$ cat src/logic/tcp_cfg.svh
`ifndef TCP_CFG_SVH
`define TCP_CFG_SVH

// Listening port table, the low port byte selects the row
`define TCP_PORT_BINS    256
`define TCP_PORT_WAYS    4

// Reply event queue
`define TCP_EVENT_DEPTH  32

// Header without options
`define TCP_HEADER_BYTES 20
`define TCP_HEADER_WORDS 5

`define TCP_WINDOW       1024           // Advertised window, no scaling
`define TCP_ISN          32'h0EADBEEF   // Fixed initial sequence number
`define IP_PROTO_TCP     8'd6

`define TCP_TX_CREDITS   2              // Segments the IP layer takes at reset

`endif

$ cat src/logic/ip_bus_pkg.sv
`default_nettype none

// Types of the layer-3 bus between the IPv4 stack and TCP
package ip_bus_pkg;

	typedef logic [31:0] ipv4_addr_t;   // IPv4 address
	typedef logic [31:0] bus_word_t;    // One bus data word
	typedef logic [2:0]  bytes_valid_t; // Valid bytes in a word, 1 to 4
	typedef logic [15:0] len16_t;       // Payload length in bytes

endpackage

`default_nettype wire

$ cat src/logic/tcp_types_pkg.sv
`default_nettype none

package tcp_types_pkg;
	import ip_bus_pkg::*;

	typedef logic [15:0] port_num_t; // Zero marks an empty table entry

	// Same order as the header flag bits, PSH left out
	typedef struct packed {
		logic ack;
		logic rst;
		logic syn;
		logic fin;
	} tcp_flags_t;

	// Header-only segment the receive side wants sent
	typedef struct packed {
		ipv4_addr_t  remote_ip;
		port_num_t   remote_port;
		port_num_t   our_port;
		tcp_flags_t  flags;
		logic [31:0] seq;
		logic [31:0] ack;
	} tcp_event_t;

	typedef enum logic [2:0] {
		RX_IDLE, RX_PORTS, RX_SEQ, RX_ACK, RX_FLAGS, RX_CSUM, RX_COMMIT
	} rx_state_t;

	typedef enum logic [2:0] {
		TX_IDLE, TX_POP, TX_PSEUDO, TX_HDR, TX_CSUM, TX_DATA, TX_COMMIT
	} tx_state_t;

endpackage

`default_nettype wire

$ cat src/logic/tcp_rx_parser.sv
`timescale 1ns/10ps
`include "tcp_cfg.svh"
`default_nettype none

module tcp_rx_parser
	import ip_bus_pkg::*;
	import tcp_types_pkg::*;
(
	input  wire               clk,
	input  wire               rx_flag_rst,
	input  wire               rx_start,
	input  wire len16_t       rx_payload_len,
	input  wire               rx_protocol_is_tcp,
	input  wire ipv4_addr_t   rx_src_ip,
	input  wire               rx_data_valid,
	input  wire bytes_valid_t rx_bytes_valid,
	input  wire bus_word_t    rx_data,
	input  wire               rx_commit,
	input  wire               rx_drop,
	output logic              check_en,   // Port lookup during word 0
	output port_num_t         check_port,
	input  wire               check_open,
	input  wire               csum_ok,    // Sum of pseudo-header and words is 0xFFFF
	output logic              event_wr,
	output tcp_event_t        event_data
);

	rx_state_t   rx_state;
	ipv4_addr_t  src_ip;
	port_num_t   src_port;
	port_num_t   dst_port;
	logic [31:0] seq_num;
	logic [3:0]  data_offset;
	logic        flag_ack;
	logic        flag_syn;
	logic        word_ok;
	logic        word_bad;
	logic        accept;
	tcp_flags_t  reply_flags;

	assign word_ok  = rx_data_valid && (rx_bytes_valid == 3'd4);
	assign word_bad = rx_data_valid && (rx_bytes_valid != 3'd4); // Truncated segment

	assign check_en   = (rx_state == RX_PORTS) && word_ok;
	assign check_port = rx_data[15:0]; // Destination port

	// Bare SYN with a good checksum and no options
	assign accept = csum_ok && flag_syn && !flag_ack &&
		(data_offset == 4'(`TCP_HEADER_WORDS));

	// Open port answers SYN+ACK, closed port RST+ACK
	assign reply_flags = '{ack: 1'b1, rst: !check_open, syn: check_open, fin: 1'b0};

	////////////////////////////////////////////////////////////
	// Header walk

	always_ff @(posedge clk) begin
		if (rx_flag_rst) begin
			rx_state <= RX_IDLE;
			event_wr <= 1'b0;
		end else begin
			event_wr <= 1'b0;
			case (rx_state)
				RX_IDLE:
					if (rx_start && rx_protocol_is_tcp &&
						rx_payload_len == len16_t'(`TCP_HEADER_BYTES))
						rx_state <= RX_PORTS;
				RX_PORTS:  if (word_ok) rx_state <= RX_SEQ;
				RX_SEQ:    if (word_ok) rx_state <= RX_ACK;
				RX_ACK:    if (word_ok) rx_state <= RX_FLAGS;  // Their ack is not needed
				RX_FLAGS:  if (word_ok) rx_state <= RX_CSUM;
				RX_CSUM:   if (word_ok) rx_state <= RX_COMMIT; // Checksum, urgent pointer
				RX_COMMIT: if (rx_commit) event_wr <= accept && !rx_drop;
				default:   rx_state <= RX_IDLE;
			endcase
			// Short word, abort or end of segment
			if (rx_state != RX_IDLE && (word_bad || rx_drop || rx_commit))
				rx_state <= RX_IDLE;
		end
	end

	////////////////////////////////////////////////////////////
	// Field capture and reply

	always_ff @(posedge clk) begin
		if (rx_state == RX_IDLE && rx_start)
			src_ip <= rx_src_ip;
		if (rx_state == RX_PORTS && word_ok) begin
			src_port <= rx_data[31:16];
			dst_port <= rx_data[15:0];
		end
		if (rx_state == RX_SEQ && word_ok)
			seq_num <= rx_data;
		if (rx_state == RX_FLAGS && word_ok) begin
			data_offset <= rx_data[31:28];
			flag_ack    <= rx_data[20];
			flag_syn    <= rx_data[17];
		end
		if (rx_state == RX_COMMIT && rx_commit) begin
			event_data.remote_ip   <= src_ip;
			event_data.remote_port <= src_port;
			event_data.our_port    <= dst_port;
			event_data.flags       <= reply_flags;
			event_data.seq         <= `TCP_ISN;
			event_data.ack         <= seq_num + 32'd1; // SYN takes one number
		end
	end

endmodule

`default_nettype wire

$ cat config.mk
export PLATFORM = sky130hd
export DESIGN_NAME = tcp_rx_parser
export DESIGN_NICKNAME = d
export VERILOG_FILES = /design/src/logic/ip_bus_pkg.sv /design/src/logic/tcp_types_pkg.sv /design/src/logic/tcp_rx_parser.sv
export VERILOG_INCLUDE_DIRS = /design/src /design/src/logic
export SDC_FILE = /design/constraint.sdc
export NUM_CORES = 1
export LEC_CHECK = 0
export BUFFER_PORTS_ARGS = -buffer_cell sky130_fd_sc_hd__buf_2
export CORE_MARGIN = 3
export CORE_UTILIZATION = 34
export DETAILED_ROUTE_END_ITERATION = 16
export GPL_ROUTABILITY_DRIVEN = 0
export GPL_TIMING_DRIVEN = 0
export MAX_ROUTING_LAYER = met4
export PLACE_DENSITY = 0.55
export SETUP_SLACK_MARGIN = 0.4
export SYNTH_ARGS = -nofsm -noshare
export SYNTH_HDL_FRONTEND = slang
export SYNTH_SLANG_ARGS = --single-unit
$ cat constraint.sdc
create_clock -name clk -period 5.65 [get_ports clk]
set_input_delay 0.8475 -clock clk [delete_from_list [all_inputs] [get_ports clk]]
set_output_delay 0.8475 -clock clk [all_outputs]
set_load 0.03 [all_outputs]
# Word-level counts from Yosys, hierarchy flattened
# Cells that the tools add are included.
dict set report word_totals {
  reg_bits 204
  input_bits 92
  out_inout_bits 150
  word_cells 65
}
dict set report classes {
  addsub 1
  n_eq_ne 16
  mux 7
  n_bitwise 2
  reduce_logical 24
}
# cell n
set ops {}
lappend ops {{adder 32 x 1 -> 32 bit, second input constant} 1}
lappend ops {{one-hot mux 3 bit (7 select lines)} 1}
lappend ops {{2-to-1 mux 3 bit} 6}
lappend ops {{== test 16 x 5 -> 1 bit, second input constant} 1}
lappend ops {{logical AND 1 bit} 14}
lappend ops {{== test 3 bit, second input constant} 4}
lappend ops {{inequality test 2 bit, second input constant} 6}
lappend ops {{AND reduction 7 bit} 1}
lappend ops {{== test 3 x 2 -> 1 bit, second input constant} 2}
lappend ops {{== test 4 x 3 -> 1 bit, second input constant} 1}
lappend ops {{== test 3 x 1 -> 1 bit, second input constant} 1}
lappend ops {{zero test 1 bit} 3}
lappend ops {{zero test 3 bit} 1}
lappend ops {{inequality test 3 bit, second input constant} 1}
lappend ops {{nonzero test 3 bit} 1}
lappend ops {{OR reduction 3 bit} 1}
lappend ops {{logical OR 1 bit} 2}
lappend ops {{NOT 1 bit} 2}
lappend ops {{OR reduction 2 bit} 1}

# Depth between registers and ports, before layout
dict set report depth {
  depth_word 6
  depth_mapped 5
  depth_no_buf 5
}

# Worst setup path before layout
# No wires, ideal clock.
dict set report synth_path {
  path_kind {in2out}
  startpoint {input rx_bytes_valid[1]}
  endpoint {output check_en}
  arrival_time_ps 4202
  required_ps 4803
  path_slack_ps 600
  path_stages 3
  n_path_buf 0
  path_cell_list {nor4bb_1 -> nand2_1 -> nor3_1}
}
dict set report synth_between {
  elab_chain_cells 3
}
# item line_no
set synth_rtl {}
lappend synth_rtl {{start, declared} tcp_rx_parser.sv:16} ;# input wire bytes_valid_t rx_bytes_valid,
lappend synth_rtl {{== test 3 bit} tcp_rx_parser.sv:41} ;# assign word_ok = rx_data_valid && (rx_bytes_valid == 3'd4);
lappend synth_rtl {{logical AND 1 bit} tcp_rx_parser.sv:41}
lappend synth_rtl {{logical AND 1 bit} tcp_rx_parser.sv:44} ;# assign check_en = (rx_state == RX_PORTS) && word_ok;
lappend synth_rtl {{end, declared} tcp_rx_parser.sv:20} ;# output logic check_en,
# No other way between the ends.

# Worst setup path after layout
# Ends and elaborated chain as after synthesis.

==> results_dict.tcl <==
set metrics [dict create \
    cellPowerDensity_nw_per_um2 337 \
    holdPathEnd "event_data[94]" \
    areaGrowthSynthToFinish_pct 32.6 \
    min-delay-start "src_port[10]" \
    setup_viol 0 \
    worstPathArrival_ns 2.85 \
    cts_resized 0 \
    grt_use_total_pct 12.4 \
    core_area_sq_um 21100 \
    rr_endpoint "event_data[127]" \
    fin_crit_sh_pct 65.4 \
    syn_area_per_cell_sq_um 19.4 \
    syn_inst 377 \
    startpoint_type "input pin" \
    post-place-ws_ns 1.92 \
    routedWlPerCell_um 15.5 \
    final_common_cell "buf_2" \
    cts-root-buf "clkbuf_16" \
    fin_total_pwr_uw 3270 \
    tns_ns 0 \
    drv_cap 0 \
    p_int_uw 2640 \
    highest_layer "met4" \
    rsz0062_at_grt "false" \
    drive_above_1_share_pct 46.5 \
    fp.dieArea_sq_um 23300 \
    min_path_type "reg2reg" \
    synthTopCellsByArea "edfxtp_1 82%, buf_4 5.1%, xnor2_1 3.1%, dfxtp_1 1.1%, nand3_1 1.0%" \
    clkSinkCount 204 \
    irDropWorstVdd_mv 0.220 \
    cpPeakStageDelay_ns 0.62 \
    worst-path-buf-inv 3 \
    worst_slew_pin_slew_ns 0.787 \
    cts_buffers 22 \
    min_path_cells 0 \
    grt_pass1_wl_mm 22.7 \
    fp.dieW_um 153 \
    clk_pin_slew_ns 0.06 \
    slew_violations 0 \
    grt_max_degree 62 \
    routed_wl_mm 14.5 \
    die_y_um 153 \
    p_leak_uw 0.00371 \
    utilization_pct 46.0 \
    yosysUniqueCellTypes 38 \
    vias 3966 \
    layout_common_cells "207 x buf_2, 200 x edfxtp_1, 50 x buf_4" \
    ant_nets 0 \
    finalHoldViolCount 0 \
    cp.required_ns 4.80 \
    crit_top_cell "buf_2" \
    met1_length_mm 6.13 \
    fin_crit_ns 3.69 \
    reg2reg_depth 4 \
    path_cells "buf_2 -> nor4bb_1 -> nand2_1 -> nor3_2 -> buf_6 -> buf_2" \
    synth_top_cell_area_share_pct 82.1 \
    status "finished clean" \
    clock.fmax_ghz 0.271 \
    pwr-share-comb_pct 3.7 \
    ys_seq_area_share_pct 83.2 \
    grt_pass1_vias 4250 \
    htreeDepth 1 \
    crit_path_end_kind "output port" \
    cts-hold-fix-buffers 0 \
    critPathMaxFanout 11 \
    p_seq_share_pct 51.1 \
    cts_setup_buffers 0 \
    initial_core_util_pct 34.7 \
    dr_wl_met3_mm 1.30 \
    finClkSkew_ns 0.00842 \
    via_per_inst 4.22 \
    final_nets 740 \
    clk_latency_ns 0.49 \
    path_delay_family "simple AND/OR/NAND/NOR gates" \
    clockBufferDepth 3 \
    fin_hold_ws_ns 0.413 \
    antenna_found_initial 1 \
    overflow 0 \
    drc_errors 0 \
    cts_tree "yes" \
    setup_slack_ns 1.96 \
    netlist_area_sq_um 7310 \
    core.rowCount 53 \
    met2_length_mm 6.85 \
    port_buffers 207 \
    first_iter_violations 190 \
    r2r_setup_slack_ns 3.44 \
    maxSlewHeadroom_pct 47.1 \
    yosysWarnings 0 \
    r2r-start "rx_state[1]" \
    ioPinCount 242 \
    crit_type "in2out" \
    post-synth-top-area-cell "edfxtp_1" \
    critPathSlowestCell "nor4bb_1" \
    dr.pass1.iters 4 \
    power.switching_uw 628 \
    clkPwrFrac_pct 45.2 \
    ys_ff_latch 204 \
    crit_cells 6 \
    hpwl_mm 10.5 \
    p_sw_share_pct 19.2 \
]
## Yosys cell counts
| cell type | number |
|---|---|
| clkbuf_1 | 2 |
| nand4b_1 | 1 |
| xnor2_1 | 26 |
| and4_1 | 3 |
| and2_1 | 2 |
| a21o_1 | 1 |
| a211o_1 | 1 |
| nand2_1 | 12 |
| nor3b_1 | 1 |
| nand4_4 | 1 |
| nor2_1 | 7 |
| o211ai_1 | 1 |
| nor4_4 | 2 |
| or4_1 | 1 |
| nand3_1 | 15 |
| o21ai_0 | 1 |
| xor2_1 | 4 |
| buf_4 | 50 |
| a221oi_1 | 1 |
| nor2b_1 | 1 |
| a311oi_1 | 1 |
| o21bai_1 | 1 |
| nor4_2 | 1 |
| edfxtp_1 | 200 |
| inv_1 | 6 |
| dfxtp_1 | 4 |
| ha_1 | 1 |
| o31ai_1 | 1 |
| nor4b_1 | 1 |
| or3b_1 | 1 |
| conb_1 | 2 |
| and3_1 | 5 |
| nor4bb_1 | 2 |
| nand4_2 | 1 |
| a21oi_1 | 1 |
| nor3_1 | 2 |
| nor4_1 | 3 |
| nand4_1 | 11 |
## stage by stage
stage	instance area, sq um	instances
4_1_cts	9680	938
2_1_floorplan	7430	409
3_5_place_dp	8920	898
6_report	9690	939
5_1_grt	9690	939
3_3_place_gp	8810	891
## layer usage
metal,vias to the layer above,track usage (%)
met4,0,3.86
met3,21,3.72
met2,188,19.9
li1,1913,-
met5,-,-
met1,1844,15.3
## sequential cells by signal, summed over array words and instances, names as in the netlist, 3 cells and up
| signal | cells |
|---|---|
| data_offset | 4 |
| rx_state | 3 |
| src_port | 16 |
| seq_num | 32 |
| src_ip | 32 |
| dst_port | 16 |
| event_data | 98 |
## cell families after synthesis
group	Yosys count	share of synthesized area (%)
flip-flops	204	83.2
buffers and inverters	58	5.55
XOR/XNOR	30	3.59
adder cells (fa/ha/maj)	1	0.171
AND/OR/NAND/NOR	73	6.44
other	2	0.103
AO/OA/AOI/OAI	9	0.907
## how the worst max path moves through the flow
stage / from / end
finish: rx_bytes_valid[1] / check_en
floorplan: rx_bytes_valid[1] / check_en
global route: rx_bytes_valid[1] / check_en
CTS: rx_bytes_valid[1] / check_en
detailed placement: rx_bytes_valid[1] / check_en
global placement: rx_bytes_valid[1] / check_en
## worst reg2reg max path, stage by stage, from the launching register on
cell	delay [ns]
dfxtp_1	0.31
clkbuf_1	0.31
nor2b_1	0.26
and3_4	0.61
buf_16	0.34
## final cells by class
| class | count | area (sq um) |
|---|---|---|
| Antenna cell | 1 | 2.50 |
| Buffer | 52 | 383 |
| Clock buffer | 25 | 583 |
| Clock inverter | 15 | 176 |
| Fill cell | 1873 | 11400 |
| Inverter | 6 | 22.5 |
| Multi-Input combinational cell | 147 | 962 |
| Sequential cell | 204 | 6090 |
| Tap cell | 275 | 344 |
| Timing Repair Buffer | 214 | 1130 |
## power by group through the flow
stage	sequential, uW	clock [uW]	combinational (uW)
floorplan	1700	0	74.9
global placement	1700	0	120
detailed placement	1700	0	122
CTS	1670	1530	122
global route	1670	1600	132
finish	1670	1480	122
No activity file was read; power rests on OpenSTA's default activity.
