File: src/logic/tcp_cfg.svh
`ifndef TCP_CFG_SVH
`define TCP_CFG_SVH

// Listening port table, the low port byte selects the row
`define TCP_PORT_BINS    256
`define TCP_PORT_WAYS    4

// Reply event queue
`define TCP_EVENT_DEPTH  32

// Header without options
`define TCP_HEADER_BYTES 20
`define TCP_HEADER_WORDS 5

`define TCP_WINDOW       1024           // Advertised window, no scaling
`define TCP_ISN          32'h0EADBEEF   // Fixed initial sequence number
`define IP_PROTO_TCP     8'd6

`define TCP_TX_CREDITS   2              // Segments the IP layer takes at reset

`endif

File: src/logic/ip_bus_pkg.sv
`default_nettype none

// Types of the layer-3 bus between the IPv4 stack and TCP
package ip_bus_pkg;

	typedef logic [31:0] ipv4_addr_t;   // IPv4 address
	typedef logic [31:0] bus_word_t;    // One bus data word
	typedef logic [2:0]  bytes_valid_t; // Valid bytes in a word, 1 to 4
	typedef logic [15:0] len16_t;       // Payload length in bytes

endpackage

`default_nettype wire

File: src/logic/tcp_types_pkg.sv
`default_nettype none

package tcp_types_pkg;
	import ip_bus_pkg::*;

	typedef logic [15:0] port_num_t; // Zero marks an empty table entry

	// Same order as the header flag bits, PSH left out
	typedef struct packed {
		logic ack;
		logic rst;
		logic syn;
		logic fin;
	} tcp_flags_t;

	// Header-only segment the receive side wants sent
	typedef struct packed {
		ipv4_addr_t  remote_ip;
		port_num_t   remote_port;
		port_num_t   our_port;
		tcp_flags_t  flags;
		logic [31:0] seq;
		logic [31:0] ack;
	} tcp_event_t;

	typedef enum logic [2:0] {
		RX_IDLE, RX_PORTS, RX_SEQ, RX_ACK, RX_FLAGS, RX_CSUM, RX_COMMIT
	} rx_state_t;

	typedef enum logic [2:0] {
		TX_IDLE, TX_POP, TX_PSEUDO, TX_HDR, TX_CSUM, TX_DATA, TX_COMMIT
	} tx_state_t;

endpackage

`default_nettype wire

File: src/logic/tcp_tx_segmenter.sv
`timescale 1ns/10ps
`include "tcp_cfg.svh"
`default_nettype none

module tcp_tx_segmenter
	import ip_bus_pkg::*;
	import tcp_types_pkg::*;
(
	input  wire             clk,
	input  wire             rx_flag_rst,
	input  wire ipv4_addr_t local_ip,
	input  wire             ev_empty,
	output logic            ev_rd,
	input  wire tcp_event_t ev_data,
	output logic            ck_clear,
	output logic            ck_process,
	output bus_word_t       ck_din,
	input  wire [15:0]      ck_csum,
	input  wire             tx_credit,  // One segment slot back per cycle high
	output logic            tx_start,
	output ipv4_addr_t      tx_dst_ip,
	output logic            tx_data_valid,
	output bus_word_t       tx_data,
	output logic            tx_commit
);

	localparam int CREDIT_W = $clog2(`TCP_TX_CREDITS + 1);

	tx_state_t           tx_state;
	logic [CREDIT_W-1:0] credit_cnt;
	logic [2:0]          word_cnt;   // Pseudo, header and output word index
	ipv4_addr_t          remote_ip;
	bus_word_t           hdr_word [`TCP_HEADER_WORDS-1]; // Words 0 to 3
	logic                take_credit;

	assign ev_rd       = (tx_state == TX_IDLE) && !ev_empty && (credit_cnt != '0);
	assign take_credit = (tx_state == TX_CSUM); // Same edge that raises tx_start
	assign ck_clear    = (tx_state == TX_POP);
	assign ck_process  = (tx_state == TX_PSEUDO) || (tx_state == TX_HDR);

	always_comb begin
		ck_din = hdr_word[word_cnt[1:0]];
		if (tx_state == TX_PSEUDO) begin
			case (word_cnt)
				3'd0:    ck_din = remote_ip;
				3'd1:    ck_din = local_ip;
				default: ck_din = {8'h00, `IP_PROTO_TCP, 16'(`TCP_HEADER_BYTES)};
			endcase
		end
	end

	always_ff @(posedge clk) begin
		if (rx_flag_rst)
			credit_cnt <= CREDIT_W'(`TCP_TX_CREDITS);
		else if (take_credit && !tx_credit)
			credit_cnt <= credit_cnt - 1'b1;
		else if (tx_credit && !take_credit)
			credit_cnt <= credit_cnt + 1'b1;
	end

	////////////////////////////////////////////////////////////
	// Segment FSM

	always_ff @(posedge clk) begin
		if (rx_flag_rst) begin
			tx_state      <= TX_IDLE;
			word_cnt      <= '0;
			tx_start      <= 1'b0;
			tx_data_valid <= 1'b0;
			tx_commit     <= 1'b0;
		end else begin
			tx_start      <= 1'b0;
			tx_data_valid <= 1'b0;
			tx_commit     <= 1'b0;
			case (tx_state)
				TX_IDLE: if (ev_rd) tx_state <= TX_POP;
				TX_POP: begin // Event out of the FIFO now
					word_cnt <= '0;
					tx_state <= TX_PSEUDO;
				end
				TX_PSEUDO: begin
					word_cnt <= word_cnt + 1'b1;
					if (word_cnt == 3'd2) begin
						word_cnt <= '0;
						tx_state <= TX_HDR;
					end
				end
				TX_HDR: begin
					word_cnt <= word_cnt + 1'b1;
					if (word_cnt == 3'(`TCP_HEADER_WORDS - 2)) begin
						word_cnt <= '0;
						tx_state <= TX_CSUM;
					end
				end
				TX_CSUM: begin // Fold settles here
					tx_start <= 1'b1;
					tx_state <= TX_DATA;
				end
				TX_DATA: begin
					tx_data_valid <= 1'b1;
					word_cnt      <= word_cnt + 1'b1;
					if (word_cnt == 3'(`TCP_HEADER_WORDS - 1))
						tx_state <= TX_COMMIT;
				end
				TX_COMMIT: begin
					tx_commit <= 1'b1;
					tx_state  <= TX_IDLE;
				end
				default: tx_state <= TX_IDLE;
			endcase
		end
	end

	always_ff @(posedge clk) begin
		if (tx_state == TX_POP) begin
			remote_ip   <= ev_data.remote_ip;
			hdr_word[0] <= {ev_data.our_port, ev_data.remote_port};
			hdr_word[1] <= ev_data.seq;
			hdr_word[2] <= ev_data.ack;
			hdr_word[3] <= {4'(`TCP_HEADER_WORDS), 7'h00, ev_data.flags.ack,
				1'b0, ev_data.flags.rst, ev_data.flags.syn, ev_data.flags.fin,
				16'(`TCP_WINDOW)}; // PSH stays clear
		end
		if (tx_state == TX_CSUM)
			tx_dst_ip <= remote_ip;
		if (tx_state == TX_DATA)
			tx_data <= (word_cnt == 3'(`TCP_HEADER_WORDS - 1)) ?
				{ck_csum, 16'h0000} : hdr_word[word_cnt[1:0]]; // Urgent pointer zero
	end

endmodule

`default_nettype wire

File: config.mk
export PLATFORM = sky130hd
export DESIGN_NAME = tcp_tx_segmenter
export DESIGN_NICKNAME = d
export VERILOG_FILES = /design/src/logic/ip_bus_pkg.sv /design/src/logic/tcp_types_pkg.sv /design/src/logic/tcp_tx_segmenter.sv
export VERILOG_INCLUDE_DIRS = /design/src /design/src/logic
export SDC_FILE = /design/constraint.sdc
export NUM_CORES = 1
export LEC_CHECK = 0
export BUFFER_PORTS_ARGS = -buffer_cell sky130_fd_sc_hd__buf_2
export CORE_UTILIZATION = 45
export DETAILED_ROUTE_END_ITERATION = 12
export PLACE_DENSITY = 0.8
export SLEW_MARGIN = 5
export SYNTH_ARGS = -nofsm -noshare
export SYNTH_HDL_FRONTEND = slang
export SYNTH_SLANG_ARGS = --single-unit
File: constraint.sdc
create_clock -name clk -period 10.3 [get_ports clk]
set_input_delay 1.03 -clock clk [delete_from_list [all_inputs] [get_ports clk]]
set_output_delay 1.03 -clock clk [all_outputs]
set_load 0.005 [all_outputs]
-- Yosys cells after proc, flatten, opt, wreduce, memory -nomap -nowiden
Memory sizes are Yosys's and may differ from the RTL's. A register that Yosys moved wholly into a read port is not among the register bits.
Index checks and enable logic that the tools add are counted.
- $add $sub $neg: 3
- equal/unequal tests: 14
- muxes and demuxes: 20
- reduce and logical (&&, ||, !) cells: 14
- operators by type and width (cell ; count):
    $mux W32 ; 2
    $pmux W32 S2 ; 1
    $mux W3 ; 6
    $pmux W3 S6 ; 1
    $eq A3 B2 Y1 const B ; 4
    $eq A3 B3 Y1 const B ; 4
    $pmux W3 S4 ; 1
    $mux W2 ; 4
    $eq A3 B1 Y1 const B ; 2
    $logic_not A3 Y1 ; 2
    $mux W1 ; 5
    $logic_and A1 B1 Y1 ; 4
    $ne A2 B1 Y1 const B ; 2
    $ne A2 B2 Y1 const B ; 2
    $reduce_and A4 Y1 ; 1
    $reduce_bool A2 Y1 ; 2
    $reduce_bool A4 Y1 ; 1
    $add A3 B1 Y3 const B ; 1
    $logic_not A1 Y1 ; 3
    $add A2 B1 Y2 const B ; 1
    $sub A2 B1 Y2 const B ; 1
    $logic_or A1 B1 Y1 ; 1
- flip-flop bits (word level): 107
- RAM bits: 128
- output and inout bits: 102
- memories: 1
- memories (memory ; depth ; width ; rd ports ; clocked after Yosys merged registers in ; wr ports ; line ; source):
    hdr_word ; 4 ; 32 ; 1 ; 1 ; 4 ; tcp_tx_segmenter.sv:33 ; bus_word_t hdr_word [`TCP_HEADER_WORDS-1];

-- Logic depth before layout (Yosys ltp)
- word-level depth: 5
- depth in mapped cells: 7
- mapped depth without buffers: 6

-- Least setup slack after synthesis
Ideal clock, no wire load.
- path type: register -> output
- from: reg tx_state[0]
- to: out ck_clear
- data arrival time: 10338 ps
- required time: 9270 ps
- setup slack: -1068 ps
- cell stages (with the launch flop): 3
- path through: dfxtp_1 > clkbuf_1 > nor3b_1
- longest elaborated chain between the ends: 1
- RTL lines (element ; line ; source):
    from (decl) ; tcp_tx_segmenter.sv:29 ; tx_state_t tx_state;
    from (signal assigned) ; tcp_tx_segmenter.sv:66 ; tx_state <= TX_IDLE;
    from (signal assigned) ; tcp_tx_segmenter.sv:76 ; TX_IDLE: if (ev_rd) tx_state <= TX_POP;
    from (signal assigned) ; tcp_tx_segmenter.sv:79 ; tx_state <= TX_PSEUDO;
    $eq A3 B1 Y1 ; tcp_tx_segmenter.sv:38 ; assign ck_clear = (tx_state == TX_POP);
    to (decl) ; tcp_tx_segmenter.sv:15 ; output logic ck_clear,
Every way passes these cells.

==> results.py <==
metrics = {
    "yosys": {
        "synth_xor_area_frac": 0.002175,
        "ys_seq_elements": 209,
        "synth_cell_type_count": 40,
        "seq_area_frac_synth": 0.7630,
        "synth_edf_count": 196,
        "async_flop_share": 0,
        "syn_avg_cell_area_um2": 15.49,
        "synth_top_area_share": 0.7307,
        "syn-num-nets": 711,
        "netlist_instances": 520,
        "synth_mux_area_frac": 0.04769,
        "synth-adder-area-share": 0.01087,
        "synth_top_family_by_area": "compound AO/OA/AOI/OAI gates",
        "syn_area_mm2": 0.008055,
        "yosys.area.top_type": "edfxtp_1",
        "netlist_top_cells_area": "edfxtp_1 73%, a21oi_1 4.1%, dfxtp_1 3.2%",
        "ys_warn_count": 0,
        "ys.flop_type": "edfxtp_1",
        "synthSimpleGateAreaFrac": 0.05949,
        "synth-compound-area-share": 0.09335,
    },
    "detailed_routing": {
        "via_count": 5644,
        "viasPerCell": 5.396,
        "drc": 0,
        "routedWlPerCell_um": 21.20,
        "antenna_left": 0,
        "dr.first_iter.drc_count": 470,
        "dr.pass1.iters": 5,
        "drt-total-wl_um": 22170,
    },
    "place": {
        "hpwl_um": 16200,
        "port-buffer-count": 285,
        "gp_congestion": 0.8752,
    },
    "clocking": {
        "clock-sinks": 209,
        "htree_levels": 1,
        "cts_max_path_buffers": 3,
        "post_cts_buffers": 0,
        "root_buffer": "clkbuf_16",
        "cts_buffers": 22,
        "cts.hold.buffers_added": 0,
        "clock_latency_ns": 0.50,
        "cts_resized": 0,
        "cts_tree": "done",
        "clk_pin_slew_ns": 0.06,
    },
    "power_and_ir_drop": {
        "ir_worst_vdd_mv": 0.1486,
        "totalPowerFinal_mw": 2.206,
        "power_density_mw_per_mm2": 211.9,
        "p_leak_nw": 4.032,
    },
    "timing": {
        "maxSlewViolCount": 0,
        "worst_pin_slew_ns": 1.207,
        "tns_ns": 0,
        "finalSetupViolCount": 0,
        "relSlewSlack": 0.1917,
        "hold_violations": 0,
        "finalWorstPathRequiredPeriod_ns": 4.053,
        "period_share": 0.3935,
        "rsz0062_at_grt": "false",
        "skew_ns": 0.01831,
        "fmax_mhz": 246.7,
    },
    "global_routing": {
        "grt_max_degree": 76,
        "antenna_found_initial": 6,
        "grt_pass1_vias": 5276,
        "grt_usage": 0.2375,
        "grt_pass1_wl_um": 31670,
        "grt_overflow": 0,
    },
    "floorplan": {
        "chipWidth_um": 135.8,
        "core-area_mm2": 0.01742,
        "dieArea_mm2": 0.01844,
        "fp.dieH_um": 135.8,
        "io_pins": 286,
        "rows": 48,
        "start_util": 0.4625,
    },
    "critical_path": {
        "r2r_slack_ns": 7.48,
        "start_kind": "flip-flop",
        "crit_arrival_ns": 3.02,
        "r2r_start": "tx_state[0]$_SDFFE_PP0P_",
        "end_kind": "output pin",
        "critPathMaxFanout": 34,
        "crit_type": "flip-flop to output pin",
        "cp.required_ns": 9.27,
    },
    "worst_hold_path": {
        "worstHoldStart": "remote_ip[15]$_DFFE_PP_",
        "min_path_type": "flip-flop to flip-flop",
    },
    "outcome": {
        "status": "completed",
    },
    "job": {
        "cap_violations": 0,
    },
    "finish": {
        "area_growth_pct": 29.19,
        "fin_nets": 992,
        "drive_gt1_frac": 0.4179,
    },
}
==> sequential cells by signal, summed over array words and instances, names as in the netlist, named ones only <==
register / count
word_cnt: 3
tx_commit: 1
hdr_word: 100
tx_state: 3
tx_data_valid: 1
credit_cnt: 2
tx_dst_ip: 32
remote_ip: 32
tx_start: 1
tx_data: 32
==> metal layers <==
| metal | up-vias | part of all wire | track usage |
|---|---|---|---|
| li1 | 2567 | - | - |
| met1 | 2704 | 0.41 | 0.3252 |
| met2 | 304 | 0.48 | 0.3724 |
| met3 | 67 | 0.067 | 0.04489 |
| met4 | 2 | 0.036 | 0.09800 |
| met5 | - | 0.00059 | 0 |
==> cell type report <==
cell class | instances | area, µm²
timing repair buffer | 293 | 1486
fill | 1398 | 7010
multi-input combinational | 268 | 1747
inverter | 7 | 26.28
tap | 225 | 281.5
antenna | 5 | 12.51
clock inverter | 8 | 70.07
sequential | 209 | 6147
clock buffer | 31 | 635.6
==> worst paths after layout <==
kind / end / cells after the start
worst max-delay path: ck_din[2] / 5
worst min-delay path: tx_dst_ip[15]$_DFFE_PP_ / 0
worst max register to register: hdr_word[1][28]$_DFFE_PP_ / 3
worst min register to register: tx_dst_ip[15]$_DFFE_PP_ / 0
==> power breakdown <==
group / total, mW / internal (mW) / switching [mW] / leakage [nW]
combinational: 0.351 / 0.131 / 0.221 / 1.78
clock: 0.767 / 0.455 / 0.312 / 0.340
sequential: 1.09 / 1.05 / 0.0368 / 1.91
==> worst max-delay path, cell delays in order (launching register included) <==
cell and delay (ns):
dfxtp_1 0.32, buf_4 0.35, nor2b_2 1.04, a21oi_1 0.37
a22oi_1 0.29, buf_2 0.15
==> through the flow <==
step / utilization / setup WS [ns] / cell area, µm² / hold slack [ns] / std cells
final: 0.5975 / 6.247 / 10410 / 0.4531 / 1046
after global placement: 0.5563 / 6.843 / 9688 / 0.4288 / 1002
after floorplan: - / 3.484 / 8060 / 0.4264 / 520
after detailed placement: 0.5563 / 6.752 / 9688 / 0.4362 / 1002
after global routing: 0.5975 / 6.031 / 10410 / 0.4543 / 1046
after CTS: 0.5968 / 6.207 / 10390 / 0.4518 / 1041
==> cell families (layout without fill, tap and decap cells) <==
logic type | Yosys count | after routing
flops | 209 | 209
compound gates | 119 | 119
simple gates | 107 | 107
buf+inv | 43 | 339
mux | 33 | 33
fa+ha+maj | 7 | 7
xor+xnor | 2 | 2
other cells | 0 | 5
==> cell usage in the layout (no fill, tap or decap), types with 2 or more instances in the layout <==
cell type  Yosys  layout
or3b_2         1       2
mux2i_1       26      26
o21ai_0        7       7
ha_1           7       7
edfxtp_1     196     196
mux4_2         4       4
buf_4          2       8
nor2b_2        0       3
buf_2         16     285
o22ai_1        3       3
mux2_2         3       3
diode_2        0       5
clkbuf_8       0       3
nand2b_1       5       5
a221oi_1      26      26
nor3_1         5       5
a21oi_1       66      66
nor3b_1        3       2
clkinv_1       0       4
nor2_1        61      60
dfxtp_1       13      12
clkinv_4       0       2
nand2_1       18      18
a22oi_1        8       8
clkbuf_1      18       5
inv_1          7       7
nand3_1        2       2
a21o_1         2       2
nor2b_1        5       2
clkbuf_16      0      23
==> cells in the mapped netlist (8+ instances only) <==
cell type,n
clkbuf_1,18
dfxtp_1,13
nor2_1,61
buf_2,16
nand2_1,18
edfxtp_1,196
mux2i_1,26
a22oi_1,8
a21oi_1,66
a221oi_1,26
No activity file was read; power rests on OpenSTA's default activity.
