$ cat src/logic/tcp_cfg.svh
`ifndef TCP_CFG_SVH
`define TCP_CFG_SVH

// Listening port table, the low port byte selects the row
`define TCP_PORT_BINS    256
`define TCP_PORT_WAYS    4

// Reply event queue
`define TCP_EVENT_DEPTH  32

// Header without options
`define TCP_HEADER_BYTES 20
`define TCP_HEADER_WORDS 5

`define TCP_WINDOW       1024           // Advertised window, no scaling
`define TCP_ISN          32'h0EADBEEF   // Fixed initial sequence number
`define IP_PROTO_TCP     8'd6

`define TCP_TX_CREDITS   2              // Segments the IP layer takes at reset

`endif

$ cat src/logic/ip_bus_pkg.sv
`default_nettype none

// Types of the layer-3 bus between the IPv4 stack and TCP
package ip_bus_pkg;

	typedef logic [31:0] ipv4_addr_t;   // IPv4 address
	typedef logic [31:0] bus_word_t;    // One bus data word
	typedef logic [2:0]  bytes_valid_t; // Valid bytes in a word, 1 to 4
	typedef logic [15:0] len16_t;       // Payload length in bytes

endpackage

`default_nettype wire

$ cat src/logic/internet_checksum.sv
`timescale 1ns/10ps
`default_nettype none

module internet_checksum
	import ip_bus_pkg::*;
(
	input  wire            clk,
	input  wire            rx_flag_rst,
	input  wire            load,    // Preset from din[15:0]
	input  wire            clear,
	input  wire            process, // Add both halves of din
	input  wire bus_word_t din,
	output logic [15:0]    sum,     // Folded running sum, doubles as accumulator
	output logic [15:0]    csum     // Complement of the sum
);

	logic [17:0] raw;      // Up to two carries out of three terms
	logic [16:0] part;
	logic [15:0] sum_next;

	always_comb begin
		raw  = {2'b00, sum} + {2'b00, din[31:16]} + {2'b00, din[15:0]};
		part = {1'b0, raw[15:0]} + {15'b0, raw[17:16]}; // First end-around carry
		if (clear)
			sum_next = '0;
		else if (load)
			sum_next = din[15:0];
		else if (process)
			sum_next = part[15:0] + {15'b0, part[16]}; // Cannot carry again
		else
			sum_next = sum;
	end

	always_ff @(posedge clk) begin
		if (rx_flag_rst) begin
			sum  <= '0;
			csum <= 16'hFFFF;
		end else begin
			sum  <= sum_next;
			csum <= ~sum_next;
		end
	end

endmodule

`default_nettype wire

$ cat config.mk
export PLATFORM = sky130hd
export DESIGN_NAME = internet_checksum
export DESIGN_NICKNAME = d
export VERILOG_FILES = /design/src/logic/tcp_cfg.svh /design/src/logic/ip_bus_pkg.sv /design/src/logic/internet_checksum.sv
export SDC_FILE = /design/constraint.sdc
export NUM_CORES = 1
export LEC_CHECK = 0
export BUFFER_PORTS_ARGS = -buffer_cell sky130_fd_sc_hd__clkbuf_2
export CORE_ASPECT_RATIO = 1.4
export CORE_MARGIN = 1
export CORE_UTILIZATION = 50
export CTS_CLUSTER_DIAMETER = 60
export CTS_CLUSTER_SIZE = 30
export DETAILED_ROUTE_END_ITERATION = 7
export PLACE_DENSITY_LB_ADDON = 0.12
export SLEW_MARGIN = 20
export SYNTH_ARGS = -nofsm -noshare
export SYNTH_HDL_FRONTEND = slang
export SYNTH_SLANG_ARGS = --single-unit
$ cat constraint.sdc
create_clock -name clk -period 8.8 [get_ports clk]
set_input_delay 2.64 -clock clk [delete_from_list [all_inputs] [get_ports clk]]
set_output_delay 2.64 -clock clk [all_outputs]
set_load 0.05 [all_outputs]
# Yosys cells after proc, flatten, opt, wreduce, memory -nomap -nowiden
# Cells that the tools add are included.
[classes]
addsub = 4
mux = 3
bitwise_logic = 1
[op_table]
columns = ["operator", "n"]
rows = [
  ["2-to-1 mux 16 bit", 3],
  ["adder 17 x 16 -> 18 bit", 1],
  ["adder 16 x 16 -> 17 bit", 1],
  ["adder 16 x 2 -> 17 bit", 1],
  ["adder 16 x 1 -> 16 bit", 1],
  ["NOT 16 bit", 1],
]
[word_totals]
reg_bits = 32
input_bits = 37
word_cells = 10

# Logic depth before layout (Yosys ltp)
# Gate-level depths: netlist (run 1).
[logic_depth]
word_depth = 8
depth_mapped = 29
mapped_depth_nobuf = 28

# Worst setup path after synthesis (run 1)
# Ideal clock, no wire load.
[synth_path]
path_type = "input -> register"
from = "input port din[1]"
to = "register sum[15]"
arrival_time_ns = 8.741
required_time_ns = 8.685
setup_slack_ns = -0.056
cell_stages = 25
n_path_buf = 0
path_cell_list = "fa_1 ha_1 inv_1 fa_1 nor2b_1 o221a_2 o41ai_2 a211oi_1 o21ai_0 a21boi_0 o21a_1 fa_1 or3b_2 or3_4 nor4b_4 o31ai_1 nor4_1 ha_1 and3_1 and2_1 o2111ai_1 or3_1 a2111o_1 a311o_1 and3_1"
[synth_between]
elab_chain_len = 6
[synth_rtl]
columns = ["item", "line_no", "text"]
rows = [
  ["start, declared", "internet_checksum.sv:12", "input wire bus_word_t din,"],
  ["adder 17 x 16 -> 18 bit", "internet_checksum.sv:22", "raw = {2'b00, sum} + {2'b00, din[31:16]} + {2'b00, din[15:0]};"],
  ["adder 16 x 2 -> 17 bit", "internet_checksum.sv:23", "part = {1'b0, raw[15:0]} + {15'b0, raw[17:16]};"],
  ["adder 16 x 1 -> 16 bit", "internet_checksum.sv:29", "sum_next = part[15:0] + {15'b0, part[16]};"],
  ["2-to-1 mux 16 bit", "internet_checksum.sv:28", "else if (process)"],
  ["2-to-1 mux 16 bit", "internet_checksum.sv:26", "else if (load)"],
  ["2-to-1 mux 16 bit", "internet_checksum.sv:24", "if (clear)"],
  ["end signal, assigned", "internet_checksum.sv:39", "sum <= sum_next;"],
  ["end, declared", "internet_checksum.sv:13", "output logic [15:0] sum,"],
]
# No other way between the ends.
# A chain may end at the register's enable or synchronous reset.

# Final worst setup path (run 1)
[layout_path]
from = "input port din[23]"
to = "register sum[15]"
[layout_between]
elab_chain_len = 7
[layout_rtl]
columns = ["item", "line_no"]
rows = [
  ["adder 16 x 16 -> 17 bit", "internet_checksum.sv:22"],
  ["adder 17 x 16 -> 18 bit", "internet_checksum.sv:22"],
  ["adder 16 x 2 -> 17 bit", "internet_checksum.sv:23"],
  ["adder 16 x 1 -> 16 bit", "internet_checksum.sv:29"],
  ["2-to-1 mux 16 bit", "internet_checksum.sv:28"],
  ["2-to-1 mux 16 bit", "internet_checksum.sv:26"],
  ["2-to-1 mux 16 bit", "internet_checksum.sv:24"],
]
# No other way between the ends.

==> results.md, run 1 <==
- Clock Skew: 0.00593 ns
- Cell area power density: 193 nW/um2
- Height of the die: 93.5 um
- First DRT Iteration DRCs: 120
- Die Area: 6300 um2
- Number of flops mapped to enable cells by yosys: 0
- Fraction of final layout cells sized beyond drive strength 1: 0.352
- First-pass detailed-route iteration total: 4
- Most used DFF post-synth: dfxtp_1
- Synth Instances: 338
- Largest voltage drop on the vdd net: 0.0993 mV
- Shortest clock period the worst path allows after layout: 8.57 ns
- Combinational family with the most area after synthesis: compound AO/OA/AOI/OAI gates
- Part of the Yosys area used for sequential elements: 0.214
- Overall power of the completed layout: 0.765 mW
- Via density per instance: 5.72
- Setup violations, final: 0
- Top-level I/O count: 69
- Deepest clock path buffer count: 2
- Share of the synthesized area in compound gates (AO/OA/AOI/OAI): 0.236
- Slowest cell delay on critical path: 0.52 ns
- Number of nets in the finished design: 513
- Via count of the first global-routing pass: 2779
- CTS Sinks: 32
- Total global routing overflow: 0
- Die width: 67.4 um
- Antenna violations before repair: 0
- Depth of the worst hold-timing path: 2
- Area share of xor/xnor cells in the synthesized design: 0.0615
- Worst max-slew margin expressed relative to the limit: 0.497
- Highest-delay cell along the critical path: fa_1
- CP Capture Type: flop
- CTS tree: yes
- Maximum number of pins on one net before global-route repair: 37
- Commonest non-fill, non-tap cells in the layout: 67 x clkbuf_2, 38 x buf_4, 32 x dfxtp_1, 24 x nor2_1, 17 x xnor2_1
- Mean area per synthesized cell: 8.85 um2
- Basic-gate share of the synthesized area counting and, or, nand and nor cells: 0.224
- Global-route wire length before repair: 12.8 mm
- Weighted congestion reported at the end of routability-driven placement: 0.900
- Number of maximum-capacitance constraint violations: 0
- Initial Util: 0.514
- Post-synthesis instance area: 2990 um2
- Share of cell area taken by muxes after synthesis: 0.0272
- GRT Overall Usage: 0.270
- Total detailed-routing wirelength: 8.05 mm
- Unique cell type count in the Yosys netlist: 68
- Average detailed-routed wire length per instance: 15.8 um
- FMAX: 117 MHz
- Most common cell after layout, fill and taps aside: clkbuf_2
- Number of nets with antenna violations after detailed routing: 0
- Fill cell total of the finished layout: 469
- Status: finished, final reports clean
- Number of max-slew violations in the final report: 0
- Reg2Reg Depth: 28
- Fraction of registers with async set/reset: 0
- Area growth from synthesis to final layout: 32.1%
- Hold path startpoint: sum[10]
- Fraction of the mapped netlist area in adder cells: 0.200
- Worst-Margin Slew: 0.749 ns
- Synthesis-stage register bit count: 32
- Post-DP HPWL: 6.22 mm
- Via count: 2916
- Area of the core: 5820 um2
- Placed Cells incl. Taps: 497
- Largest driver fanout on the critical path: 3
- Unrepaired setup endpoints after global routing: yes
- Register clock-pin slew on the reported worst setup and hold paths: 0.07 ns
- Later-pin clock latency in the skew report: 0.30 ns
- Yosys warning total: 0
- Worst flop-to-flop path startpoint: sum[7]
- Critical Path Source: din[23]
- Final-report hold violation count: 0
- Number of buffers added by the clock tree synthesis step: 5
- Core Util, Final: 0.679
- Number of design rule violations left after detail routing: 0
- Critical path data required time: 8.99 ns
- Hold WC Path Type: flop to flop
- Worst setup slack before clock tree synthesis: -0.371 ns
- Static Leakage: 1.78 nW
- Critical Setup Path Class: input port to flop
- Diodes inserted: 0
- Count of buffers from port buffering: 68
- Share of the cycle needed by the critical path after routing: 0.974
- Row count: 33
- Number of levels in the clock H-tree: 2
- Net count after synthesis: 412
- Critical Path Source Type: input port
- Final WS setup: 0.226 ns
- Filler-free cell count of the finished design: 510
- Data arrival at the endpoint of the critical path: 8.76 ns
- Clock tree root driver cell: clkbuf_8
==> timing repair <==
action                                  in CTS  in global routing
pin swaps                                    9                 26
gates resized for setup                      8                 27
endpoints found under the setup margin       1                 24
buffers inserted                             1                  4
hold buffers                                 0                  0
==> registers in the layout, indices dropped and copies added (netlist names) <==
| signal | count |
|---|---|
| csum | 16 |
| sum | 16 |
==> logic make-up (layout without fill, tap and decap cells) <==
logic type / after synthesis / in the layout
mux: 8 / 8
fa+ha+maj: 37 / 37
flops: 32 / 32
xor+xnor: 21 / 21
compound gates: 93 / 93
buf+inv: 29 / 131
simple gates: 118 / 118
==> final cells by class <==
class	count	area, um2	share of cell area
Clock buffer	7	96.3	0.0244
Clock inverter	1	30.0	0.00759
Inverter	16	60.1	0.0152
Multi-Input combinational cell	277	2400	0.606
Sequential cell	32	641	0.162
Tap cell	70	87.6	0.0221
Timing Repair Buffer	107	643	0.163
==> per-stage QoR <==
step	setup TNS, ns	hold slack [ns]	area (um2)
after detailed placement	-2.49	0.626	3620
after global placement	-0.975	0.619	3620
after CTS	0	0.645	3790
after global routing	-0.155	0.661	3960
final	0	0.639	3960
after floorplan	0	0.830	2990
==> worst max-delay path: cells and delay by family <==
family	cells	cell delay, ns
and+or+nand+nor	12	2.79
adders and majority gates	5	1.52
AOI/OAI and AO/OA	9	1.46
xor gates and xnor gates	1	0.18
buffers and inverters	2	0.17
==> cells in the mapped netlist (3+ instances only) <==
library cell  count  area [um2]
dfxtp_1          32         641
nor2_1           24        90.1
ha_1             19         238
fa_1             18         360
a21oi_1          17        85.1
xnor2_1          17         149
inv_1            15        56.3
nand2_1          13        48.8
nor3_1           13        65.1
o21ai_0          11        55.1
nand3_1          10        50.1
and2_1            8        50.1
nor2b_1           8        50.1
and3_1            7        43.8
clkbuf_1          7        26.3
mux2i_1           7        70.1
nand2b_1          7        43.8
o211a_1           7        70.1
o21a_1            7        52.6
nor3b_1           5        37.5
a211oi_1          4        30.0
a21o_1            4        30.0
buf_2             4        20.0
nor4_1            4        25.0
o211ai_1          4        30.0
o31a_1            4        35.0
xor2_1            4        35.0
a211o_1           3        26.3
a21boi_0          3        22.5
o2111ai_1         3        26.3
o31ai_1           3        22.5
or2_2             3        18.8
==> power breakdown <==
part / total (mW) / internal [mW] / switching [mW]
registers: 0.160 / 0.154 / 0.00541
clock network: 0.162 / 0.100 / 0.0621
logic: 0.444 / 0.185 / 0.259
==> metal layers <==
metal  GRT usage  up-vias  wire length (um)
li1            -     1447                 -
met1       0.312     1391              3260
met2       0.483       64              4370
met3      0.0329       14               221
met4       0.110        0               204
met5           0        -                 0
==> worst paths after layout <==
check | slack [ns] | end
hold reg to reg | 0.64 | csum[10]
setup reg to reg | 2.35 | sum[15]
setup / recovery | 0.23 | sum[15]
hold / removal | 0.64 | csum[10]
(Power assumes the default switching activity.)
==> inputs of run 2 (changes only) <==
--- a/config.mk
+++ b/config.mk
@@ -9,6 +9,7 @@
 export CORE_ASPECT_RATIO = 1.4
 export CORE_MARGIN = 1
 export CORE_UTILIZATION = 50
+export CTS_BUF_LIST = sky130_fd_sc_hd__clkbuf_16
 export CTS_CLUSTER_DIAMETER = 60
 export CTS_CLUSTER_SIZE = 30
 export DETAILED_ROUTE_END_ITERATION = 7
==> constraint.sdc (replaced) <==
create_clock -name clk -period 7.7 [get_ports clk]
set_input_delay 2.31 -clock clk [delete_from_list [all_inputs] [get_ports clk]]
set_output_delay 2.31 -clock clk [all_outputs]
set_load 0.05 [all_outputs]
==> results.md, run 2 (same netlist as run 1, synthesis figures left out) <==
- Via density per instance: 5.73 (+0.28%)
- Number of max-slew violations in the final report: 0 (unchanged)
- Placed Cells incl. Taps: 519 (+4.4%)
- Top-level I/O count: 69 (unchanged)
- Hold path startpoint: sum[10]
- Filler-free cell count of the finished design: 537 (+5.3%)
- Fill cell total of the finished layout: 466 (-0.64%)
- Commonest non-fill, non-tap cells in the layout: 67 x clkbuf_2, 63 x buf_4, 32 x dfxtp_1, 24 x nor2_1, 17 x xnor2_1
- Area used by multi-input combinational logic: 2490 um2 (+3.8%)
- First-pass detailed-route iteration total: 4 (unchanged)
- Worst flop-to-flop path startpoint: sum[2]
- Initial Util: 0.514 (unchanged)
- Row count: 33 (unchanged)
- Worst flop-to-flop path endpoint: sum[15]
- Unrepaired setup endpoints after global routing: yes
- CP Capture Type: flop
- Shortest clock period the worst path allows after layout: 8.19 ns
- Count of buffers from port buffering: 68 (unchanged)
- Largest driver fanout on the critical path: 2 (-1)
- Final WS setup: -0.493 ns (-0.720 ns)
- Die Area: 6300 um2 (unchanged)
- Die width: 67.4 um (unchanged)
- Leading registers by flop count: csum: 16 flops, sum: 16 flops
- Global-route wire length before repair: 13.7 mm (+7.6%)
- Worst max-slew margin expressed relative to the limit: 0.495 (-0.00213)
- Status: finished, violations left
- Capture endpoint of the worst hold path: csum[10]
- Area growth from synthesis to final layout: 42.5%
- Diodes inserted: 0 (unchanged)
- Later-pin clock latency in the skew report: 0.28 ns (-0.02 ns)
- Post-DP HPWL: 6.48 mm (+4.1%)
- CP Depth: 28 (-3.4%)
- Slowest cell delay on critical path: 0.59 ns (+0.07 ns)
- Deepest clock path buffer count: 2 (unchanged)
- Fraction of final layout cells sized beyond drive strength 1: 0.413 (+0.0610)
- Area of the core: 5820 um2 (unchanged)
- Cell family contributing the most delay on the critical path: simple AND/OR/NAND/NOR gates
- Final-report hold violation count: 0 (unchanged)
- Critical Path Source Type: input port
- Register area: 641 um2 (unchanged)
- Worst-Margin Slew: 0.758 ns (+0.00858 ns)
- Register-to-register setup slack: 1.34 ns (-1.01 ns)
- Number of buffers added by the clock tree synthesis step: 5 (unchanged)
- Average detailed-routed wire length per instance: 15.9 um (+0.65%)
- Reg2Reg Depth: 27 (-3.6%)
- CTS tree: yes
- Hold WC Path Type: flop to flop
- Cell area power density: 220 nW/um2 (+14%)
- Setup violations, final: 23 (+23)
- Data arrival at the endpoint of the critical path: 8.36 ns (-0.40 ns)
- Via count of the first global-routing pass: 3056 (+10%)
- Critical Setup Path Class: input port to flop
- Number of buffers and inverters on the critical path: 1 (-1)
- Maximum number of pins on one net before global-route repair: 37 (unchanged)
- Clock Skew: 0.00385 ns (-0.00208 ns)
- Number of maximum-capacitance constraint violations: 0 (unchanged)
- Register clock-pin slew on the reported worst setup and hold paths: 0.05 ns (-0.02 ns)
- Number of levels in the clock H-tree: 2 (unchanged)
- Clock tree root driver cell: clkbuf_16
- Share of the cycle needed by the critical path after routing: 1.06
- Largest voltage drop on the vdd net: 0.158 mV (+59%)
- GRT Overall Usage: 0.293 (+0.0234)
- Weighted congestion reported at the end of routability-driven placement: 0.909 (+0.97%)
- Total global routing overflow: 0 (unchanged)
- Height of the die: 93.5 um (unchanged)
- Violated checks: negative setup slack
- Total detailed-routing wirelength: 8.53 mm (+6.0%)
- Highest-delay cell along the critical path: fa_2
- Static Leakage: 1.95 nW (+9.6%)
- Antenna violations before repair: 0 (unchanged)
- Number of design rule violations left after detail routing: 0 (unchanged)
- Critical path data required time: 7.87 ns (-1.12 ns)
- Depth of the worst hold-timing path: 2 (unchanged)
- First DRT Iteration DRCs: 107 (-11%)
- FMAX: 122 MHz
- Worst setup slack before clock tree synthesis: -0.872 ns (-0.501 ns)
- Via count: 3079 (+5.6%)
- Most common cell after layout, fill and taps aside: clkbuf_2
- Number of nets with antenna violations after detailed routing: 0 (unchanged)
- Number of nets in the finished design: 540 (+5.3%)
- CTS Sinks: 32 (unchanged)
## run 2: changes by cell type in the layout (fill, tap and decap cells not counted), moves of 4 or more
cell       delta
buf_4        +25
nor3_1        -4
clkbuf_16     +5
o21ai_0       -4
clkbuf_8      -7
## run 2: repair_timing
| action | CTS | global route |
|---|---|---|
| resized for setup | 26 | 14 |
| setup endpoints to repair | 24 | 28 |
| cloned | 0 | 0 |
| buffers inserted | 8 | 5 |
| pin swaps | 15 | 11 |
| hold buffers | 0 | 0 |
## run 2: final cells by class
cell class                      instances  area share
Clock buffer                            5      0.0293
Clock inverter                          3     0.00264
Inverter                               16      0.0141
Multi-Input combinational cell        277       0.583
Sequential cell                        32       0.150
Tap cell                               70      0.0205
Timing Repair Buffer                  134       0.200
## run 2: per-layer routing
metal / track usage / wire length [um] / up-vias
met1: 0.312 / 3290 / 1482
met4: 0.151 / 329 / 0
li1: - / - / 1500
met5: 0 / 0 / -
met2: 0.541 / 4710 / 70
met3: 0.0341 / 199 / 27
## run 2: worst register-to-register path, stage by stage (launching register included)
cell       delay, ns
dfxtp_1         0.33
fa_2            0.56
ha_4            0.21
a211oi_4        0.30
nor2_2          0.09
o31ai_4         0.26
a21boi_2        0.10
nor2_1          0.13
nor2_1          0.05
o21ai_1         0.11
nand2_1         0.09
a21oi_2         0.14
xnor2_1         0.14
ha_2            0.23
fa_2            0.22
or3b_4          0.38
or3_4           0.39
nor4b_4         0.26
o31ai_1         0.14
nor4_1          0.29
ha_2            0.26
and3_4          0.19
and2_4          0.16
o2111ai_4       0.12
or3_4           0.35
a2111o_1        0.29
a311o_1         0.33
and3_1          0.17
## run 2: how the worst max path moves through the flow
stage            start  slack [ns]  endpoint
3_3_place_gp   din[18]       -0.73   sum[10]
6_report       din[18]       -0.49   sum[15]
3_5_place_dp   din[18]       -0.87   sum[10]
4_1_cts        din[18]       -0.42   sum[15]
2_1_floorplan  din[18]       -0.39   sum[15]
5_1_grt        din[18]       -0.76   sum[15]
## run 2: stage by stage
| stage | area [um2] | hold slack (ns) | utilization | setup TNS (ns) | power [mW] |
|---|---|---|---|---|---|
| finish | 4270 | 0.643 | 0.733 | -5.37 | 0.938 |
| global route | 4270 | 0.680 | 0.733 | -13.20 | 1.00 |
| CTS | 4190 | 0.649 | 0.719 | -3.61 | 0.926 |
| detailed placement | 3860 | 0.645 | 0.664 | -14.99 | 0.701 |
| global placement | 3860 | 0.620 | 0.664 | -10.91 | 0.698 |
| floorplan | 3070 | 0.830 | - | -0.914 | 0.537 |
## run 2: where the power goes
part	leakage (nW)	switching, mW	internal, mW
Combinational	1.61	0.323	0.244
Clock	0.0738	0.0718	0.116
Sequential	0.263	0.00616	0.177
==> inputs of run 3 (changes only) <==
==> constraint.sdc (replaced) <==
create_clock -name clk -period 7.7 [get_ports clk]
set_input_delay 0.385 -clock clk [delete_from_list [all_inputs] [get_ports clk]]
set_output_delay 0.385 -clock clk [all_outputs]
set_load 0.05 [all_outputs]
==> results.md, run 3 (same netlist as run 1, synthesis figures left out) <==
- Critical path data required time: 7.87 ns (about the same)
- Part of the power in registers: 0.228 (+0.033)
- Clock tree root driver cell: clkbuf_16
- Data arrival at the endpoint of the critical path: 7.28 ns (-1.08 ns)
- Largest voltage drop on the vdd net: 0.121 mV (-24%)
- Design internal power: 0.461 mW (-14%)
- Die Area: 6300 um2 (unchanged)
- Number of max-slew violations in the final report: 0 (unchanged)
- Part of the power in combinational logic: 0.541 (-0.064)
- Status: finished, final reports clean
- Share of total power in the clock network: 0.231 (+0.031)
- Global-route wire length before repair: 11.4 mm (-17%)
- Highest-delay cell along the critical path: or3b_2
- Register-to-register setup slack: 0.59 ns (-0.75 ns)
- CTS Sinks: 32 (unchanged)
- Number of buffers added by the clock tree synthesis step: 5 (unchanged)
- Static Leakage: 1.59 nW (-18%)
- Critical Path Source Type: flop
- Hold WC Path Type: input port to flop
- Register clock-pin slew on the reported worst setup and hold paths: 0.05 ns (about the same)
- Share of the cycle needed by the critical path after routing: 0.924 (-0.141)
- Unrepaired setup endpoints after global routing: no
- Number of maximum-capacitance constraint violations: 0 (unchanged)
- Top-level I/O count: 69 (unchanged)
- Fraction of final layout cells sized beyond drive strength 1: 0.234 (-0.179)
- Via density per instance: 5.77 (+0.58%)
- Height of the die: 93.5 um (unchanged)
- Area of the core: 5820 um2 (unchanged)
- Core Util, Final: 0.605 (-0.128)
- CP Capture Type: flop
- Number of levels in the clock H-tree: 2 (unchanged)
- TNS Setup: 0 ns (+5.37 ns)
- Weighted congestion reported at the end of routability-driven placement: 0.914 (+0.57%)
- First DRT Iteration DRCs: 121 (+13%)
- Diodes inserted: 0 (unchanged)
- Total global routing overflow: 0 (unchanged)
- Commonest non-fill, non-tap cells in the layout: 68 x clkbuf_2, 32 x dfxtp_1, 24 x nor2_1, 19 x ha_1, 18 x fa_1
- Final WS setup: 0.589 ns (+1.08 ns)
- Antenna violations before repair: 0 (unchanged)
- Setup violations, final: 0 (-100%)
- Initial Util: 0.514 (unchanged)
- Row count: 33 (unchanged)
- Later-pin clock latency in the skew report: 0.28 ns (about the same)
- Total detailed-routing wirelength: 7.18 mm (-16%)
- First-pass detailed-route iteration total: 5 (+1)
- Clock Skew: 0.00289 ns (-0.000959 ns)
- Leading registers by flop count: csum: 16 flops, sum: 16 flops
- GRT Overall Usage: 0.241 (-0.0517)
- Fill cell total of the finished layout: 544 (+17%)
- Post-DP HPWL: 5.69 mm (-12%)
- Worst max-slew margin expressed relative to the limit: 0.531 (+0.0366)
- Count of buffers from port buffering: 68 (unchanged)
- Shortest clock period the worst path allows after layout: 7.11 ns (-1.08 ns)
- Worst setup slack before clock tree synthesis: 0.271 ns (+1.14 ns)
- Die width: 67.4 um (unchanged)
- Worst-Margin Slew: 0.703 ns (-0.0549 ns)
- Deepest clock path buffer count: 2 (unchanged)
- Maximum number of pins on one net before global-route repair: 37 (unchanged)
- Final-report hold violation count: 0 (unchanged)
- Number of design rule violations left after detail routing: 0 (unchanged)
- Via count of the first global-routing pass: 2518 (-18%)
- Via count: 2722 (-12%)
- Most common cell after layout, fill and taps aside: clkbuf_2
- Slowest cell delay on critical path: 0.51 ns (-0.08 ns)
- Area growth from synthesis to final layout: 17.6%
- Average detailed-routed wire length per instance: 15.2 um (-4.3%)
- CTS tree: yes
- Switch Pwr: 0.342 mW (-15%)
- Number of nets with antenna violations after detailed routing: 0 (unchanged)
- Largest driver fanout on the critical path: 5 (+3)
- FMAX: 141 MHz (+15%)
- Cell area power density: 228 nW/um2 (+3.7%)
- Switching part of the total: 0.426 (-0.00222)
- Cell repeated most along the worst path: fa_1
- Number of nets in the finished design: 476 (-12%)
- Critical Setup Path Class: flop to flop
[run 3: cell types whose count changed in the layout (fill, tap and decap cells not counted), moves of 6 or more]
cell / change
ha_1: +6
buf_4: -61
o21ai_0: +6
nor3_1: +6
[run 3: final cells by class]
type                            instances  area [um2]  share of cell area
Clock inverter                          2        8.76             0.00249
Clock buffer                            5         125              0.0355
Sequential cell                        32         641               0.182
Timing Repair Buffer                   70         355               0.101
Tap cell                               70        87.6              0.0249
Multi-Input combinational cell        277        2240               0.637
Inverter                               16        60.1              0.0171
[run 3: routing by layer]
layer | GRT usage | share of wire | vias to the layer above
met3 | 0.0415 | 0.032 | 15
li1 | - | - | 1372
met4 | 0.0922 | 0.022 | 0
met5 | 0 | 0 | -
met1 | 0.279 | 0.42 | 1268
met2 | 0.427 | 0.53 | 67
[run 3: path summary, 6_finish.rpt]
check                              from        to  cells after the start
worst max register to register   sum[1]   sum[15]                     25
worst min register to register  sum[10]  csum[10]                      2
worst min-delay path            din[12]  csum[12]                      2
worst max-delay path             sum[1]   sum[15]                     25
[run 3: power by group through the flow]
stage	combinational, mW	sequential (mW)	clock (mW)
after floorplan	0.297	0.223	0
final	0.434	0.183	0.186
after global placement	0.428	0.186	0
after global routing	0.474	0.184	0.198
after detailed placement	0.429	0.186	0
after CTS	0.433	0.183	0.191
[run 3: critical path: cells and delay by family (launching register included)]
family / cells / cell delay [ns]
AOI/OAI and AO/OA: 10 / 2.32
adders and majority gates: 5 / 1.55
buffers and inverters: 1 / 0.08
DFF: 1 / 0.32
and+or+nand+nor: 9 / 2.76
[run 3: through the flow]
stage	instances	power [mW]	cell area, um2	hold slack, ns
floorplan	338	0.521	2990	0.500
global placement	465	0.613	3380	0.621
detailed placement	465	0.616	3380	0.633
CTS	472	0.807	3520	0.358
global route	472	0.856	3520	0.372
finish	472	0.802	3520	0.359
[run 3: timing repair]
action | in CTS | in global routing
setup endpoints to repair | 0 | 1
gates resized for setup | 0 | 2
hold buffers | 0 | 0
buffers inserted | 0 | 0
